**config.mk**
```make
export PLATFORM = sky130hd
export DESIGN_NAME = periph_soc
export DESIGN_NICKNAME = d
export VERILOG_FILES = /design/src/periph_pkg.sv /design/src/periph_soc.sv /design/src/reset_seq.sv /design/src/int_ctrl.sv /design/src/gpio_port.sv /design/src/device_table.sv /design/src/periph_router.sv
export SDC_FILE = /design/constraint.sdc
export NUM_CORES = 1
export LEC_CHECK = 0
export ABC_AREA = 1
export BUFFER_PORTS_ARGS = -buffer_cell sky130_fd_sc_hd__buf_2
export CORE_AREA = 2 2 121 123
export CTS_BUF_LIST = sky130_fd_sc_hd__clkbuf_16
export DETAILED_ROUTE_END_ITERATION = 10
export DIE_AREA = 0 0 123 125
export GPL_ROUTABILITY_DRIVEN = 0
export PLACE_DENSITY = 0.83
export SYNTH_ARGS = -nofsm -noshare
export SYNTH_HDL_FRONTEND = slang
export SYNTH_SLANG_ARGS = --single-unit
```
**constraint.sdc**
```tcl
create_clock -name clk_2x_w -period 3.9 [get_ports clk_2x_w]
set_clock_uncertainty 0.1 [all_clocks]
set_input_delay 0.39 -clock clk_2x_w [delete_from_list [all_inputs] [get_ports clk_2x_w]]
set_output_delay 0.39 -clock clk_2x_w [all_outputs]
set_load 0.01 [all_outputs]
```
**src/periph_pkg.sv**
```systemverilog
package periph_pkg;

	// Bus geometry
	localparam int DATA_W = 32;
	localparam int ADDR_W = 12;

	typedef enum logic {OP_READ, OP_WRITE} bus_op_t;

	typedef enum logic [1:0] {
		SLV_DEVTBL,
		SLV_GPIO0,
		SLV_GPIO1,
		SLV_INTCTRL
	} slave_t;

	localparam int SLAVE_COUNT = 4;

	// Word address map, sizes in words
	localparam logic [ADDR_W-1:0] DEVTBL_BASE  = 12'h000;
	localparam logic [ADDR_W-1:0] DEVTBL_SIZE  = 12'h010;
	localparam logic [ADDR_W-1:0] GPIO0_BASE   = 12'h010;
	localparam logic [ADDR_W-1:0] GPIO0_SIZE   = 12'h004;
	localparam logic [ADDR_W-1:0] GPIO1_BASE   = 12'h014;
	localparam logic [ADDR_W-1:0] GPIO1_SIZE   = 12'h004;
	localparam logic [ADDR_W-1:0] INTCTRL_BASE = 12'h018;
	localparam logic [ADDR_W-1:0] INTCTRL_SIZE = 12'h004;

	// Device table entries, indexed by slave_t
	localparam logic [15:0] DEV_ID [SLAVE_COUNT] = '{16'd7, 16'd6, 16'd6, 16'd3};
	localparam logic DEV_USEINTR [SLAVE_COUNT] = '{1'b0, 1'b1, 1'b1, 1'b0};
	localparam logic [ADDR_W-1:0] DEV_MAPSZ [SLAVE_COUNT] = '{
		DEVTBL_SIZE, GPIO0_SIZE, GPIO1_SIZE, INTCTRL_SIZE
	};

	localparam int GP0_COUNT = 16;
	localparam int GP1_COUNT = 5;

	// Interrupt controller sources
	localparam int INT_SRC_GP0   = 0;
	localparam int INT_SRC_GP1   = 1;
	localparam int INT_SRC_COUNT = 2;
	localparam logic [DATA_W-1:0] INT_NONE = '1;

	// Peripheral reset stretch
	localparam int RESET_HOLD_CYCLES = 16;
	localparam int RESET_CNT_W = $clog2(RESET_HOLD_CYCLES + 1);
	localparam logic [RESET_CNT_W-1:0] RESET_LOAD = RESET_CNT_W'(RESET_HOLD_CYCLES);

endpackage
```
**src/periph_soc.sv**
```systemverilog
`timescale 1ns/1ps

module periph_soc (
	input  logic                              clk_2x_w,
	input  logic                              rst_p,
	input  logic                              req_valid_i,
	output logic                              req_ready_o,
	input  periph_pkg::bus_op_t               req_op_i,
	input  logic [periph_pkg::ADDR_W-1:0]     req_addr_i,
	input  logic [periph_pkg::DATA_W-1:0]     req_wdata_i,
	output logic                              rsp_valid_o,
	input  logic                              rsp_ready_i,
	output logic [periph_pkg::DATA_W-1:0]     rsp_rdata_o,
	input  logic [periph_pkg::GP0_COUNT-1:0]  gp0_i,
	output logic [periph_pkg::GP0_COUNT-1:0]  gp0_o,
	input  logic [periph_pkg::GP1_COUNT-1:0]  gp1_i,
	output logic                              irq_o
);

	logic [periph_pkg::SLAVE_COUNT-1:0]   sel;
	periph_pkg::bus_op_t                  op;
	logic [periph_pkg::ADDR_W-1:0]        offset;
	logic [periph_pkg::DATA_W-1:0]        wdata;
	logic [periph_pkg::DATA_W-1:0]        devtbl_rdata;
	logic [periph_pkg::DATA_W-1:0]        gpio0_rdata;
	logic [periph_pkg::DATA_W-1:0]        gpio1_rdata;
	logic [periph_pkg::DATA_W-1:0]        intctrl_rdata;
	logic [periph_pkg::INT_SRC_COUNT-1:0] src_intr;
	logic                                 warm_rst_req;
	logic                                 periph_rst;

	periph_router router (
		.clk_2x_w        (clk_2x_w),
		.rst_p           (rst_p),
		.req_valid_i     (req_valid_i),
		.req_ready_o     (req_ready_o),
		.req_op_i        (req_op_i),
		.req_addr_i      (req_addr_i),
		.req_wdata_i     (req_wdata_i),
		.rsp_valid_o     (rsp_valid_o),
		.rsp_ready_i     (rsp_ready_i),
		.rsp_rdata_o     (rsp_rdata_o),
		.sel_o           (sel),
		.op_o            (op),
		.offset_o        (offset),
		.wdata_o         (wdata),
		.devtbl_rdata_i  (devtbl_rdata),
		.gpio0_rdata_i   (gpio0_rdata),
		.gpio1_rdata_i   (gpio1_rdata),
		.intctrl_rdata_i (intctrl_rdata)
	);

	device_table devtbl (
		.clk_2x_w       (clk_2x_w),
		.rst_p          (rst_p),
		.sel_i          (sel[periph_pkg::SLV_DEVTBL]),
		.op_i           (op),
		.offset_i       (offset),
		.wdata_i        (wdata),
		.rdata_o        (devtbl_rdata),
		.warm_rst_req_o (warm_rst_req)
	);

	// Switches and LEDs
	gpio_port #(.IO_COUNT(periph_pkg::GP0_COUNT)) gpio0 (
		.clk_2x_w     (clk_2x_w),
		.periph_rst_i (periph_rst),
		.sel_i        (sel[periph_pkg::SLV_GPIO0]),
		.op_i         (op),
		.offset_i     (offset),
		.wdata_i      (wdata),
		.rdata_o      (gpio0_rdata),
		.pins_i       (gp0_i),
		.pins_o       (gp0_o),
		.intr_o       (src_intr[periph_pkg::INT_SRC_GP0])
	);

	// Buttons, input only
	gpio_port #(.IO_COUNT(periph_pkg::GP1_COUNT)) gpio1 (
		.clk_2x_w     (clk_2x_w),
		.periph_rst_i (periph_rst),
		.sel_i        (sel[periph_pkg::SLV_GPIO1]),
		.op_i         (op),
		.offset_i     (offset),
		.wdata_i      (wdata),
		.rdata_o      (gpio1_rdata),
		.pins_i       (gp1_i),
		.pins_o       (),
		.intr_o       (src_intr[periph_pkg::INT_SRC_GP1])
	);

	int_ctrl intctrl (
		.clk_2x_w     (clk_2x_w),
		.periph_rst_i (periph_rst),
		.sel_i        (sel[periph_pkg::SLV_INTCTRL]),
		.op_i         (op),
		.offset_i     (offset),
		.rdata_o      (intctrl_rdata),
		.src_intr_i   (src_intr),
		.irq_o        (irq_o)
	);

	reset_seq rstseq (
		.clk_2x_w       (clk_2x_w),
		.rst_p          (rst_p),
		.warm_rst_req_i (warm_rst_req),
		.periph_rst_o   (periph_rst)
	);

endmodule

```
**src/reset_seq.sv**
```systemverilog
`timescale 1ns/1ps

module reset_seq (
	input  logic clk_2x_w,
	input  logic rst_p,
	input  logic warm_rst_req_i,
	output logic periph_rst_o
);

	logic [periph_pkg::RESET_CNT_W-1:0] cnt_q;

	// Reloads while board reset is held, then counts down to release
	always_ff @(posedge clk_2x_w) begin
		if (rst_p || warm_rst_req_i)
			cnt_q <= periph_pkg::RESET_LOAD;
		else if (cnt_q != '0)
			cnt_q <= cnt_q - 1'b1;
	end

	assign periph_rst_o = (cnt_q != '0);

endmodule

```
**src/int_ctrl.sv**
```systemverilog
`timescale 1ns/1ps

module int_ctrl (
	input  logic                                  clk_2x_w,
	input  logic                                  periph_rst_i,
	input  logic                                  sel_i,
	input  periph_pkg::bus_op_t                   op_i,
	input  logic [periph_pkg::ADDR_W-1:0]         offset_i,
	output logic [periph_pkg::DATA_W-1:0]         rdata_o,
	input  logic [periph_pkg::INT_SRC_COUNT-1:0]  src_intr_i,
	output logic                                  irq_o
);

	logic [periph_pkg::INT_SRC_COUNT-1:0] pending_q;
	logic [periph_pkg::INT_SRC_COUNT-1:0] clr;
	logic [periph_pkg::DATA_W-1:0]        lowest;
	logic                                 claim;

	assign claim = sel_i && op_i == periph_pkg::OP_READ && offset_i == '0;
	assign irq_o = |pending_q;

	// Lowest pending index wins, scanned from the top down
	always_comb begin
		lowest = periph_pkg::INT_NONE;
		clr    = '0;
		for (int i = periph_pkg::INT_SRC_COUNT - 1; i >= 0; i--) begin
			if (pending_q[i]) begin
				lowest = i;
				clr    = '0;
				clr[i] = 1'b1;
			end
		end
	end

	always_ff @(posedge clk_2x_w) begin
		if (periph_rst_i) begin
			pending_q <= '0;
		end else if (claim) begin
			// A new pulse on the claimed source stays pending
			pending_q <= (pending_q & ~clr) | src_intr_i;
		end else begin
			pending_q <= pending_q | src_intr_i;
		end
	end

	always_ff @(posedge clk_2x_w) begin
		if (sel_i)
			rdata_o <= (offset_i == '0) ? lowest : '0;
	end

endmodule

```
**src/gpio_port.sv**
```systemverilog
`timescale 1ns/1ps

module gpio_port #(
	parameter int IO_COUNT = 16
) (
	input  logic                           clk_2x_w,
	input  logic                           periph_rst_i,
	input  logic                           sel_i,
	input  periph_pkg::bus_op_t            op_i,
	input  logic [periph_pkg::ADDR_W-1:0]  offset_i,
	input  logic [periph_pkg::DATA_W-1:0]  wdata_i,
	output logic [periph_pkg::DATA_W-1:0]  rdata_o,
	input  logic [IO_COUNT-1:0]            pins_i,
	output logic [IO_COUNT-1:0]            pins_o,
	output logic                           intr_o
);

	logic [IO_COUNT-1:0]           sync1_q;
	logic [IO_COUNT-1:0]           sync2_q;
	logic [IO_COUNT-1:0]           prev_q;
	logic [IO_COUNT-1:0]           out_q;
	logic [IO_COUNT-1:0]           mask_q;
	logic [IO_COUNT-1:0]           change;
	logic [periph_pkg::DATA_W-1:0] word;

	// Two-stage input synchronizer and previous sample
	always_ff @(posedge clk_2x_w) begin
		sync1_q <= pins_i;
		sync2_q <= sync1_q;
		prev_q  <= sync2_q;
	end

	assign change = (sync2_q ^ prev_q) & mask_q;
	assign pins_o = out_q;

	always_ff @(posedge clk_2x_w) begin
		if (periph_rst_i) begin
			out_q  <= '0;
			mask_q <= '0;
			intr_o <= 1'b0;
		end else begin
			intr_o <= |change;
			if (sel_i && op_i == periph_pkg::OP_WRITE) begin
				if (offset_i == 1)
					out_q <= wdata_i[IO_COUNT-1:0];
				else if (offset_i == 2)
					mask_q <= wdata_i[IO_COUNT-1:0];
			end
		end
	end

	always_comb begin
		word = '0;
		case (offset_i)
			0:       word[IO_COUNT-1:0] = sync2_q;
			1:       word[IO_COUNT-1:0] = out_q;
			2:       word[IO_COUNT-1:0] = mask_q;
			default: word = '0;
		endcase
	end

	always_ff @(posedge clk_2x_w) begin
		if (sel_i)
			rdata_o <= word;
	end

endmodule

```
**src/device_table.sv**
```systemverilog
`timescale 1ns/1ps

module device_table (
	input  logic                           clk_2x_w,
	input  logic                           rst_p,
	input  logic                           sel_i,
	input  periph_pkg::bus_op_t            op_i,
	input  logic [periph_pkg::ADDR_W-1:0]  offset_i,
	input  logic [periph_pkg::DATA_W-1:0]  wdata_i,
	output logic [periph_pkg::DATA_W-1:0]  rdata_o,
	output logic                           warm_rst_req_o
);

	logic [periph_pkg::ADDR_W-1:0] ent;
	periph_pkg::slave_t            slv;
	logic [periph_pkg::DATA_W-1:0] word;

	// Two words per device after the count word
	assign ent = (offset_i - 1'b1) >> 1;
	assign slv = periph_pkg::slave_t'(ent[$bits(periph_pkg::slave_t)-1:0]);

	always_comb begin
		word = '0;
		if (offset_i == '0) begin
			word = periph_pkg::SLAVE_COUNT;
		end else if (ent < periph_pkg::SLAVE_COUNT) begin
			if (offset_i[0]) begin
				// Odd word: interrupt use and device id
				word[periph_pkg::DATA_W-1] = periph_pkg::DEV_USEINTR[slv];
				word[15:0]                 = periph_pkg::DEV_ID[slv];
			end else begin
				word[periph_pkg::ADDR_W-1:0] = periph_pkg::DEV_MAPSZ[slv];
			end
		end
	end

	always_ff @(posedge clk_2x_w) begin
		if (sel_i)
			rdata_o <= word;
	end

	// Software warm reset through bit 0 of word 0
	always_ff @(posedge clk_2x_w) begin
		if (rst_p)
			warm_rst_req_o <= 1'b0;
		else
			warm_rst_req_o <= sel_i && op_i == periph_pkg::OP_WRITE &&
				offset_i == '0 && wdata_i[0];
	end

endmodule

```
**src/periph_router.sv**
```systemverilog
`timescale 1ns/1ps

module periph_router (
	input  logic                                clk_2x_w,
	input  logic                                rst_p,
	input  logic                                req_valid_i,
	output logic                                req_ready_o,
	input  periph_pkg::bus_op_t                 req_op_i,
	input  logic [periph_pkg::ADDR_W-1:0]       req_addr_i,
	input  logic [periph_pkg::DATA_W-1:0]       req_wdata_i,
	output logic                                rsp_valid_o,
	input  logic                                rsp_ready_i,
	output logic [periph_pkg::DATA_W-1:0]       rsp_rdata_o,
	output logic [periph_pkg::SLAVE_COUNT-1:0]  sel_o,
	output periph_pkg::bus_op_t                 op_o,
	output logic [periph_pkg::ADDR_W-1:0]       offset_o,
	output logic [periph_pkg::DATA_W-1:0]       wdata_o,
	input  logic [periph_pkg::DATA_W-1:0]       devtbl_rdata_i,
	input  logic [periph_pkg::DATA_W-1:0]       gpio0_rdata_i,
	input  logic [periph_pkg::DATA_W-1:0]       gpio1_rdata_i,
	input  logic [periph_pkg::DATA_W-1:0]       intctrl_rdata_i
);

	typedef enum logic [1:0] {IDLE, WAIT, RESP} state_t;

	state_t                               state_q;
	logic                                 strobe_q;
	logic                                 accept;
	logic                                 hit_d;
	logic                                 hit_q;
	periph_pkg::slave_t                   slv_d;
	periph_pkg::slave_t                   slv_q;
	logic [periph_pkg::ADDR_W-1:0]        base_d;
	logic [periph_pkg::SLAVE_COUNT-1:0]   sel_d;
	logic [periph_pkg::DATA_W-1:0]        slave_rdata;

	// Below-base addresses wrap to large values and fall outside
	function automatic logic in_window(input logic [periph_pkg::ADDR_W-1:0] addr,
			input logic [periph_pkg::ADDR_W-1:0] base,
			input logic [periph_pkg::ADDR_W-1:0] size);
		logic [periph_pkg::ADDR_W-1:0] rel;
		rel = addr - base;
		return rel < size;
	endfunction

	assign req_ready_o = (state_q == IDLE);
	assign rsp_valid_o = (state_q == RESP);
	assign accept      = req_valid_i && req_ready_o;

	always_comb begin
		hit_d  = 1'b1;
		slv_d  = periph_pkg::SLV_DEVTBL;
		base_d = periph_pkg::DEVTBL_BASE;
		if (in_window(req_addr_i, periph_pkg::DEVTBL_BASE, periph_pkg::DEVTBL_SIZE)) begin
			slv_d  = periph_pkg::SLV_DEVTBL;
			base_d = periph_pkg::DEVTBL_BASE;
		end else if (in_window(req_addr_i, periph_pkg::GPIO0_BASE, periph_pkg::GPIO0_SIZE)) begin
			slv_d  = periph_pkg::SLV_GPIO0;
			base_d = periph_pkg::GPIO0_BASE;
		end else if (in_window(req_addr_i, periph_pkg::GPIO1_BASE, periph_pkg::GPIO1_SIZE)) begin
			slv_d  = periph_pkg::SLV_GPIO1;
			base_d = periph_pkg::GPIO1_BASE;
		end else if (in_window(req_addr_i, periph_pkg::INTCTRL_BASE,
				periph_pkg::INTCTRL_SIZE)) begin
			slv_d  = periph_pkg::SLV_INTCTRL;
			base_d = periph_pkg::INTCTRL_BASE;
		end else begin
			// Default slave: nothing strobed, zero reply
			hit_d = 1'b0;
		end
		sel_d = '0;
		if (hit_d)
			sel_d[slv_d] = 1'b1;
	end

	always_comb begin
		case (slv_q)
			periph_pkg::SLV_GPIO0:   slave_rdata = gpio0_rdata_i;
			periph_pkg::SLV_GPIO1:   slave_rdata = gpio1_rdata_i;
			periph_pkg::SLV_INTCTRL: slave_rdata = intctrl_rdata_i;
			default:                 slave_rdata = devtbl_rdata_i;
		endcase
	end

	// Strobe cycle, then slave reply cycle, then hold until taken
	always_ff @(posedge clk_2x_w) begin
		if (rst_p) begin
			state_q  <= IDLE;
			strobe_q <= 1'b0;
			sel_o    <= '0;
		end else begin
			case (state_q)
				IDLE: begin
					if (accept) begin
						state_q  <= WAIT;
						strobe_q <= 1'b1;
						sel_o    <= sel_d;
					end
				end
				WAIT: begin
					if (strobe_q) begin
						strobe_q <= 1'b0;
						sel_o    <= '0;
					end else begin
						state_q <= RESP;
					end
				end
				RESP: begin
					if (rsp_ready_i)
						state_q <= IDLE;
				end
				default: state_q <= IDLE;
			endcase
		end
	end

	always_ff @(posedge clk_2x_w) begin
		if (accept) begin
			op_o     <= req_op_i;
			offset_o <= req_addr_i - base_d;
			wdata_o  <= req_wdata_i;
			hit_q    <= hit_d;
			slv_q    <= slv_d;
		end
		// Writes and unmapped accesses answer with zero
		if (state_q == WAIT && !strobe_q)
			rsp_rdata_o <= (hit_q && op_o == periph_pkg::OP_READ) ? slave_rdata : '0;
	end

endmodule

```
== Word-level counts from Yosys, hierarchy flattened ==
Cells that the tools add are included.

* Muxes and demuxes: 42
* Reductions and logical operators: 30
* Bitwise logic cells: 14
* Equal/unequal tests: 11
* Magnitude comparators: 8
* Add/sub/neg operators: 6

{| class="wikitable"
|+ Operators by type and width
! kind !! number
|-
| $pmux W32 S3 || 1
|-
| $mux W12 || 6
|-
| $pmux W16 S3 || 1
|-
| $lt A12 B3 Y1 const B || 3
|-
| $sub A12 B5 Y12 const B || 3
|-
| $bmux W16 S2 || 1
|-
| $mux W16 || 2
|-
| $mux W32 || 1
|-
| $bmux W12 S2 || 1
|-
| $mux W2 || 10
|-
| $and A16 B16 Y16 || 1
|-
| $reduce_or A16 Y1 || 1
|-
| $xor A16 B16 Y16 || 1
|-
| $pmux W5 S3 || 1
|-
| $eq A12 B1 Y1 const B || 1
|-
| $eq A12 B2 Y1 const B || 1
|-
| $logic_not A12 Y1 || 1
|-
| $lt A12 B5 Y1 const B || 1
|-
| $mux W4 || 3
|-
| $reduce_and A3 Y1 || 4
|-
| $sub A12 B1 Y12 const B || 1
|-
| $sub A12 B12 Y12 || 1
|-
| $logic_and A1 B1 Y1 || 11
|-
| $lt A11 B3 Y1 const B || 1
|-
| other kinds (32) || 53
|}

* Input bits: 70
* Register bits after elaboration: 256

== Depth between registers and ports, before layout ==
Gate-level depths: netlist of run 1.

* Depth after elaboration: 13
* Mapped depth: 18
* Depth with buffers taken out: 18

== Hierarchy ==
From an unflattened synthesis of run 1, not the netlist that was laid out.

* Cell total of the unflattened synthesis: 1,264
* Area, all modules: 10,930.5 µm²

{| class="wikitable"
|+ Modules (own cells, without submodules)
! module !! seq. area each (µm²) !! cells an instance !! instances !! area an instance (µm²)
|-
| periph_router || 2,542.4 || 386 || 1 || 4,110.2
|-
| gpio_port (gpio0) || 2,102.0 || 469 || 1 || 3,783.6
|-
| gpio_port (gpio1) || 670.6 || 194 || 1 || 1,525.2
|-
| device_table || 170.2 || 121 || 1 || 793.3
|-
| int_ctrl || 100.1 || 58 || 1 || 442.9
|-
| reset_seq || 100.1 || 36 || 1 || 275.3
|}

== Least setup slack after synthesis of run 1 ==
Ideal clock, no wire load.

* Path type: input -> register
* Start: input req_addr_i[3] (netlist bit)
* End: register router.offset_o[11] (netlist bit) (data pin)
* Path slack: 1,055 ps
* Stages: 16
* Data arrival time: 2,487 ps
* Cells stage by stage: ha_1 -> nor2_1 -> a21oi_1 -> nand4_1 -> nor3_1 -> nand3_2 -> nand2_1 -> nor2_1 -> ha_1 -> nand2_1 -> nor2_1 -> a211oi_1 -> nand2_1 -> nor2_1 -> nand3_1 -> xor2_1

* Cells in the longest elaborated chain, start to end: 7
* Elaborated cells between the ends (all ways): 12

{| class="wikitable"
|+ Ends and longest elaborated chain
! item !! RTL line !! text
|-
| start: declaration || periph_soc.sv:9 || <nowiki>input logic [periph_pkg::ADDR_W-1:0] req_addr_i,</nowiki>
|-
| $sub A12 B5 Y12 || periph_router.sv:42 || <nowiki>rel = addr - base;</nowiki>
|-
| $lt A12 B3 Y1 || periph_router.sv:43 || <nowiki>return rel < size;</nowiki>
|-
| $mux W5 || periph_router.sv:63 || <nowiki>end else if (in_window(req_addr_i, periph_pkg::INTCTRL_BASE,</nowiki>
|-
| $mux W12 || periph_router.sv:60 || <nowiki>end else if (in_window(req_addr_i, periph_pkg::GPIO1_BASE, periph_pkg::GPIO1_SIZE)) begin</nowiki>
|-
| $mux W12 || periph_router.sv:57 || <nowiki>end else if (in_window(req_addr_i, periph_pkg::GPIO0_BASE, periph_pkg::GPIO0_SIZE)) begin</nowiki>
|-
| $mux W12 || periph_router.sv:54 || <nowiki>if (in_window(req_addr_i, periph_pkg::DEVTBL_BASE, periph_pkg::DEVTBL_SIZE)) begin</nowiki>
|-
| $sub A12 B12 Y12 * || periph_router.sv:120 || <nowiki>offset_o <= req_addr_i - base_d;</nowiki>
|-
| end signal: assignment || periph_router.sv:120 ||
|-
| end: declaration || periph_router.sv:16 || <nowiki>output logic [periph_pkg::ADDR_W-1:0] offset_o,</nowiki>
|}

Every way passes the cells marked *; elsewhere a longest branch is shown, timed or not.
A chain may end at the register's enable or synchronous reset.

== Worst setup path in the final report of run 1 ==
* Start: input req_addr_i[4] (netlist bit)
* End: register router.offset_o[11] (netlist bit) (data pin)

Same word-level chain as after synthesis.

==> flow_summary_export.csv, run 1 <==
group,metric,value,unit
outcome,status,"completed",
yosys,synth_fp_nets,886,
drt,first_pass_iters,5,
global_route,grt_antenna_before_repair,0,
sta,setup_violations,0,
worst_setup_path,worstSetupStartpointType,"input port",
cts,cts_root_buf,"clkbuf_16",
yosys,netlist_top_cells_count,"nand2_1 (142), dfxtp_1 (122), nor2_1 (85), edfxtp_1 (78), inv_1 (75)",
cells_and_area,area_growth,17.56,%
worst_setup_path,worstSetupPathType,"input port to register",
power,vdd_drop_max,0.0003608,V
drt,drt_iter0_drc,440,
cells_and_area,drive_gt1_frac,0.1798,
cells_and_area,final_area,9164,um2
sta,setup_tns,0,ns
sta,fmax,0.3233,GHz
worst_setup_path,cp_top_family,"simple AND/OR/NAND/NOR gates",
worst_setup_path,worst_ep_required_time,3.99,ns
worst_hold_path,min_path_type,"input port to register",
yosys,synth_warnings,0,
worst_setup_path,cp-endpoint,"router.offset_o[11]$_DFFE_PP_",
cts,cts-buffers-inserted,17,
sta,hold_violations,0,
floorplanning,rows,44,
yosys,avgSynthCellArea,9.707,um2
worst_setup_path,r2r_cells,8,
worst_setup_path,r2r_end,"gpio1.rdata_o[2]$_DFFE_PP_",
yosys,synth-main-ff-cell,"dfxtp_1",
drt,postRouteAntennaNets,0,
power,switchingPower,1051,uW
yosys,netlist_instances,803,
power,p_sw_frac,0.2355,
cts,numClockSinks,200,
place,dp_hpwl,10.83,mm
place,dpl_cell_area,8344,um2
worst_setup_path,arrival,3.18,ns
cells_and_area,fin_util,0.6452,
power,p_per_area,486.8,nW/um2
yosys,synth_area_leaders,"dfxtp_1 (31%), edfxtp_1 (30%), nand2_1 (6.8%)",
worst_setup_path,path_buf_inv,1,
worst_setup_path,cpPeakStageDelay,0.37,ns
power,p_leak,0.003939,uW
drt,dr_total_vias,5934,
drt,routed_wl,16.37,mm
cts,clk_pin_slew,0.07,ns
yosys,synth_area,7795,um2
yosys,yosysMostFrequentCell,"nand2_1",
sta,rsz0062_at_grt,"false",
floorplanning,start_util,0.5488,
place,io_buffers,104,
cts,cts_tree,"yes",
sta,slew_violations,0,
sta,relSlewSlack,0.2623,
yosys,ys_async_sr_fraction,0,
cts,clk_latency,0.44,ns
worst_setup_path,crit_cells,17,
sta,min_period_over_period,0.7931,
drt,wl_per_cell,14.71,um
cts,ctsLongestPathBuffers,2,
worst_setup_path,crit_chain,"buf_2 > ha_1 > nor2_1 > a21oi_1 > nand4_1 > nor3_1 > nand3_2 > nand2_1 > nor2_1 > ha_1 > nand2_1 > nor2_1 > a211oi_1 > nand2_1 > nor2_1 > nand3_1 > xor2_1",
power,p_seq_frac,0.522,
cells_and_area,num_antenna_cells,0,
yosys,synth_top_area_share,0.3133,
drt,vias_per_cell,5.332,
floorplanning,die_height,125,um
worst_setup_path,reg2reg_from,"router.offset_o[0]$_DFFE_PP_",
power,clkPwrFrac,0.404,
yosys,synth_top_area_cell,"dfxtp_1",
floorplanning,die_w,123,um
floorplanning,coreArea,14200,um2
worst_setup_path,cp_slowest_cell,"a211oi_1",
place,place_inst,1060,
power,p_comb_frac,0.074,
cells_and_area,final_cells,1113,
global_route,grt_max_degree,43,
run,maxCapViolations,0,
yosys,synth_cell_type_count,40,
sta,fin_crit,3.093,ns
floorplanning,die_area,15380,um2
global_route,grt_pass1_wl,26.63,mm
worst_setup_path,crit_start,"req_addr_i[4]",
global_route,grt_pass1_vias,5612,
global_route,overflow,0,
worst_setup_path,cp_max_fo,9,
worst_setup_path,end_kind,"register",
yosys,synth_edf_count,78,
drt,drc_errors,0,
floorplanning,pin_count,121,
cts,post_cts_buffers,0,
global_route,grt_use_total,0.2269,
cts,htreeDepth,4,
worst_setup_path,r2r_setup_slack,1.37,ns
sta,worst_pin_slew,1.105,ns
cells_and_area,finalNetCount,999,
yosys,synth_seq_cells,200,
power,p_int,3410,uW
worst_setup_path,crit_top_cell,"nor2_1",
power,p_total,4461,uW
yosys,ys_seq_area_frac,0.6138,
==> layout make-up <==
type	instances	area (um2)
fillers	1097	5040
well taps	184	230.2
inverters	77	291.5
clock buffers	17	425.4
clock inverters	15	183.9
repair buffers	128	753.2
flip-flops and latches	200	4785
multi-input cells	492	2495
==> through the flow <==
| step | hold WS (ns) | worst slack, ns |
|---|---|---|
| 2_1_floorplan | 0.2096 | 1.055 |
| 3_3_place_gp | 0.2098 | 0.6125 |
| 3_5_place_dp | 0.2121 | 0.5255 |
| 4_1_cts | 0.005055 | 0.9215 |
| 5_1_grt | 0.002142 | 0.5677 |
| 6_report | 0.01507 | 0.8069 |
==> cell families (layout without fill, tap and decap cells) <==
logic type	after synthesis	count (layout)	share of synthesized area
adder cells (fa/ha/maj)	13	13	0.02183
AO/OA/AOI/OAI	133	133	0.08941
buffers and inverters	111	237	0.06613
XOR/XNOR	16	16	0.01798
flip-flops	200	200	0.6138
AND/OR/NAND/NOR	330	330	0.1908
==> placed cells by master (no fill, tap or decap), types with 17 or more instances in the layout <==
| cell | n |
|---|---|
| a21oi_1 | 56 |
| buf_2 | 104 |
| clkbuf_16 | 17 |
| dfxtp_1 | 122 |
| dlygate4sd3_1 | 21 |
| edfxtp_1 | 78 |
| inv_1 | 76 |
| nand2_1 | 142 |
| nand3_1 | 63 |
| nor2_1 | 85 |
| o21ai_0 | 54 |
==> flip-flops by register name, indices dropped and copies added, names as in the netlist, 12 cells and up <==
signal / flops
router.rsp_rdata_o: 18
gpio0.mask_q: 16
gpio0.pins_o: 16
gpio0.prev_q: 16
gpio0.rdata_o: 16
gpio0.sync1_q: 16
gpio0.sync2_q: 16
router.wdata_o: 16
router.offset_o: 12
==> power by group through the flow <==
stage	Clock, uW	Sequential, uW	Combinational [uW]
after floorplan	0	2360	215
after global placement	0	2370	289
after detailed placement	0	2370	306
after CTS	1830	2330	329
after global routing	1910	2340	373
final	1800	2330	332
==> repair_timing <==
item	in CTS	in global routing
endpoints found under the hold margin	21	0
hold buffers	21	0
gates resized for setup	0	0
==> layer usage <==
layer / vias to the layer above / global-route usage / part of all wire / routed length (um)
met5: - / 0 / 0 / 0
met4: 0 / 0.1003 / 0.021 / 351
met3: 33 / 0.05109 / 0.066 / 1086
met2: 252 / 0.3663 / 0.48 / 7913
met1: 2762 / 0.2923 / 0.43 / 7022
li1: 2887 / - / - / -
==> worst min-delay path by stage <==
stage	from	to	slack (ns)	cells after the start
final	req_wdata_i[11]	router.wdata_o[11]$_DFFE_PP_	0.02	1
after global routing	req_wdata_i[8]	router.wdata_o[8]$_DFFE_PP_	0.002	1
after CTS	req_wdata_i[7]	router.wdata_o[7]$_DFFE_PP_	0.005	1
after detailed placement	gpio0.sync1_q[15]$_DFF_P_	gpio0.sync2_q[15]$_DFF_P_	0.21	0
after global placement	gpio0.sync1_q[2]$_DFF_P_	gpio0.sync2_q[2]$_DFF_P_	0.21	0
after floorplan	gpio0.sync1_q[0]$_DFF_P_	gpio0.sync2_q[0]$_DFF_P_	0.21	0
==> worst register-to-register path, cell delays in order, from the launching register on <==
cell	delay, ns
edfxtp_1	0.44
inv_1	0.19
ha_1	0.28
nand2_2	0.11
nor2_4	0.16
and2_1	0.53
buf_4	0.34
nand2_1	0.08
nand3_1	0.14
Power figures use the tool's default switching activity.
==> run 2, diff against run 1 <==
--- a/config.mk
+++ b/config.mk
@@ -7,12 +7,12 @@
 export LEC_CHECK = 0
 export ABC_AREA = 1
 export BUFFER_PORTS_ARGS = -buffer_cell sky130_fd_sc_hd__buf_2
-export CORE_AREA = 2 2 121 123
+export CORE_AREA = 2 2 127 129
 export CTS_BUF_LIST = sky130_fd_sc_hd__clkbuf_16
 export DETAILED_ROUTE_END_ITERATION = 10
-export DIE_AREA = 0 0 123 125
+export DIE_AREA = 0 0 129 131
 export GPL_ROUTABILITY_DRIVEN = 0
-export PLACE_DENSITY = 0.83
+export PLACE_DENSITY = 0.8
 export SYNTH_ARGS = -nofsm -noshare
 export SYNTH_HDL_FRONTEND = slang
 export SYNTH_SLANG_ARGS = --single-unit
==> constraint.sdc (replaced) <==
create_clock -name clk_2x_w -period 2.5 [get_ports clk_2x_w]
set_clock_uncertainty 0.1 [all_clocks]
set_input_delay 0.25 -clock clk_2x_w [delete_from_list [all_inputs] [get_ports clk_2x_w]]
set_output_delay 0.25 -clock clk_2x_w [all_outputs]
set_load 0.01 [all_outputs]
==> run 2 against run 1 <==
  * Power grew 59%
  * Routed wire length grew 9.1%
  * Largest power group unchanged
  * Critical endpoint unchanged
  * Utilization shrank 1.5 points
  * Worst hold slack gained 0.0048 ns
  * Largest cell class unchanged
  * Critical path type unchanged
==> flow_summary_export.csv, run 2 (synthesis gave the netlist of run 1 again) <==
group,metric,value,unit
worst_setup_path,worst_ep_required_time,2.59,ns
sta,hold_violations,0,
place,dp_hpwl,11.47,mm
cells_and_area,area_growth,26.10,%
sta,layout_setup_ws,0.1179,ns
sta,fin_crit,2.382,ns
place,io_buffers,104,
worst_setup_path,worstSetupStartpointType,"input port",
global_route,overflow,0,
floorplanning,die_w,129,um
cells_and_area,drive_gt1_frac,0.2275,
cts,cts_root_buf,"clkbuf_16",
sta,fmax,0.4198,GHz
drt,wl_per_cell,14.82,um
cells_and_area,layout_commonest_cell,"nand2_1",
run,maxCapViolations,0,
global_route,grt_pass1_vias,5855,
drt,dr_total_vias,6196,
global_route,grt_max_degree,37,
floorplanning,die_area,16900,um2
outcome,status,"completed",
cells_and_area,mostFrequentLayoutCells,"nand2_1 (141), dfxtp_1 (122), buf_2 (102)",
drt,drt_iter0_drc,554,
floorplanning,die_height,131,um
power,p_per_area,721.7,nW/um2
drt,routed_wl,17.86,mm
global_route,grt_antenna_before_repair,0,
drt,vias_per_cell,5.142,
power,vdd_drop_max,0.0005177,V
floorplanning,rows,46,
cells_and_area,num_antenna_cells,0,
cells_and_area,finalNetCount,1059,
place,pre_cts_slack,-0.3427,ns
floorplanning,coreArea,15600,um2
sta,setup_tns,0,ns
drt,first_pass_iters,5,
sta,worst_pin_slew,0.5103,ns
drt,postRouteAntennaNets,0,
floorplanning,pin_count,121,
power,p_leak,0.004235,uW
cts,cts_tree,"yes",
worst_setup_path,end_kind,"register",
drt,drc_errors,0,
sta,hold_ws,0.01987,ns
cts,clk_pin_slew,0.07,ns
sta,setup_violations,0,
sta,min_period_over_period,0.9528,
cts,clk_latency,0.44,ns
global_route,grt_use_total,0.2136,
cells_and_area,largest_reg_flops,18,
cts,ctsLongestPathBuffers,2,
cts,cts-buffers-inserted,17,
cts,numClockSinks,200,
sta,relSlewSlack,0.6598,
worst_hold_path,min_path_type,"input port to register",
global_route,grt_pass1_wl,27.87,mm
worst_setup_path,arrival,2.47,ns
sta,slew_violations,0,
cells_and_area,final_cells,1205,
cells_and_area,largest_register,"router.rsp_rdata_o",
floorplanning,start_util,0.4998,
worst_setup_path,cp_max_fo,4,
worst_setup_path,worstSetupPathType,"input port to register",
place,place_inst,1130,
cts,htreeDepth,4,
run 2: cell count changes in the layout (fill, tap and decap cells not counted), moves of 4 or more:
cell	delta
inv_1	-4
dlygate4sd3_1	+19
buf_4	+40
clkinv_8	+4
nor2_2	+4
nor2_1	-5
run 2: area by class of cell:
cell class | count | area [um2]
Timing Repair Buffer | 188 | 1272
Clock buffer | 20 | 500.5
Fill cell | 1192 | 5768
Sequential cell | 200 | 4785
Clock inverter | 12 | 140.1
Tap cell | 216 | 270.3
Inverter | 77 | 294.0
Multi-Input combinational cell | 492 | 2567
run 2: metal layers:
| layer | GRT usage | routed length [um] | up-vias |
|---|---|---|---|
| li1 | - | - | 3003 |
| met5 | 0 | 0 | - |
| met3 | 0.04438 | 1169 | 50 |
| met2 | 0.3632 | 8760 | 281 |
| met1 | 0.2644 | 7524 | 2862 |
| met4 | 0.09527 | 405 | 0 |
run 2: repair_timing:
item,CTS,global route
setup buffers,0,3
gates resized for setup,0,13
hold buffers,40,0
endpoints found under the hold margin,40,0
setup endpoints to repair,0,3
run 2: per-stage QoR:
step / cell area, um2 / utilization / total power (uW)
2_1_floorplan: 7828 / - / 4016
3_3_place_gp: 8715 / 0.5587 / 4199
3_5_place_dp: 8715 / 0.5587 / 4229
4_1_cts: 9756 / 0.6255 / 7091
5_1_grt: 9829 / 0.6302 / 7337
6_report: 9829 / 0.6302 / 7094
run 2: path summary, 6_finish.rpt:
path	startpoint	end	slack (ns)	cells past startpoint
worst min register to register	gpio0.sync1_q[13]$_DFF_P_	gpio0.sync2_q[13]$_DFF_P_	0.22	0
worst max register to register	router.offset_o[0]$_DFFE_PP_	gpio0.rdata_o[7]$_DFFE_PP_	0.30	8
worst max-delay path	req_addr_i[6]	router.offset_o[11]$_DFFE_PP_	0.12	14
worst min-delay path	req_valid_i	router.strobe_q$_SDFFE_PP0P_	0.02	3
run 2: critical path: stages:
cell,delay [ns]
buf_2,0.13
nor2_1,0.15
nand2_1,0.11
o31ai_1,0.38
nand3_2,0.13
buf_4,0.17
ha_1,0.30
nand2_2,0.08
nor2_1,0.05
a211oi_2,0.23
nand2_1,0.11
nor2_2,0.15
nand3_2,0.09
xor2_1,0.17
run 2: power by group:
group | leakage (uW) | switching, uW | internal [uW] | total (uW)
clock | 0.000315 | 1330 | 1520 | 2850
combinational | 0.00210 | 351 | 264 | 615
sequential | 0.00182 | 105 | 3530 | 3630
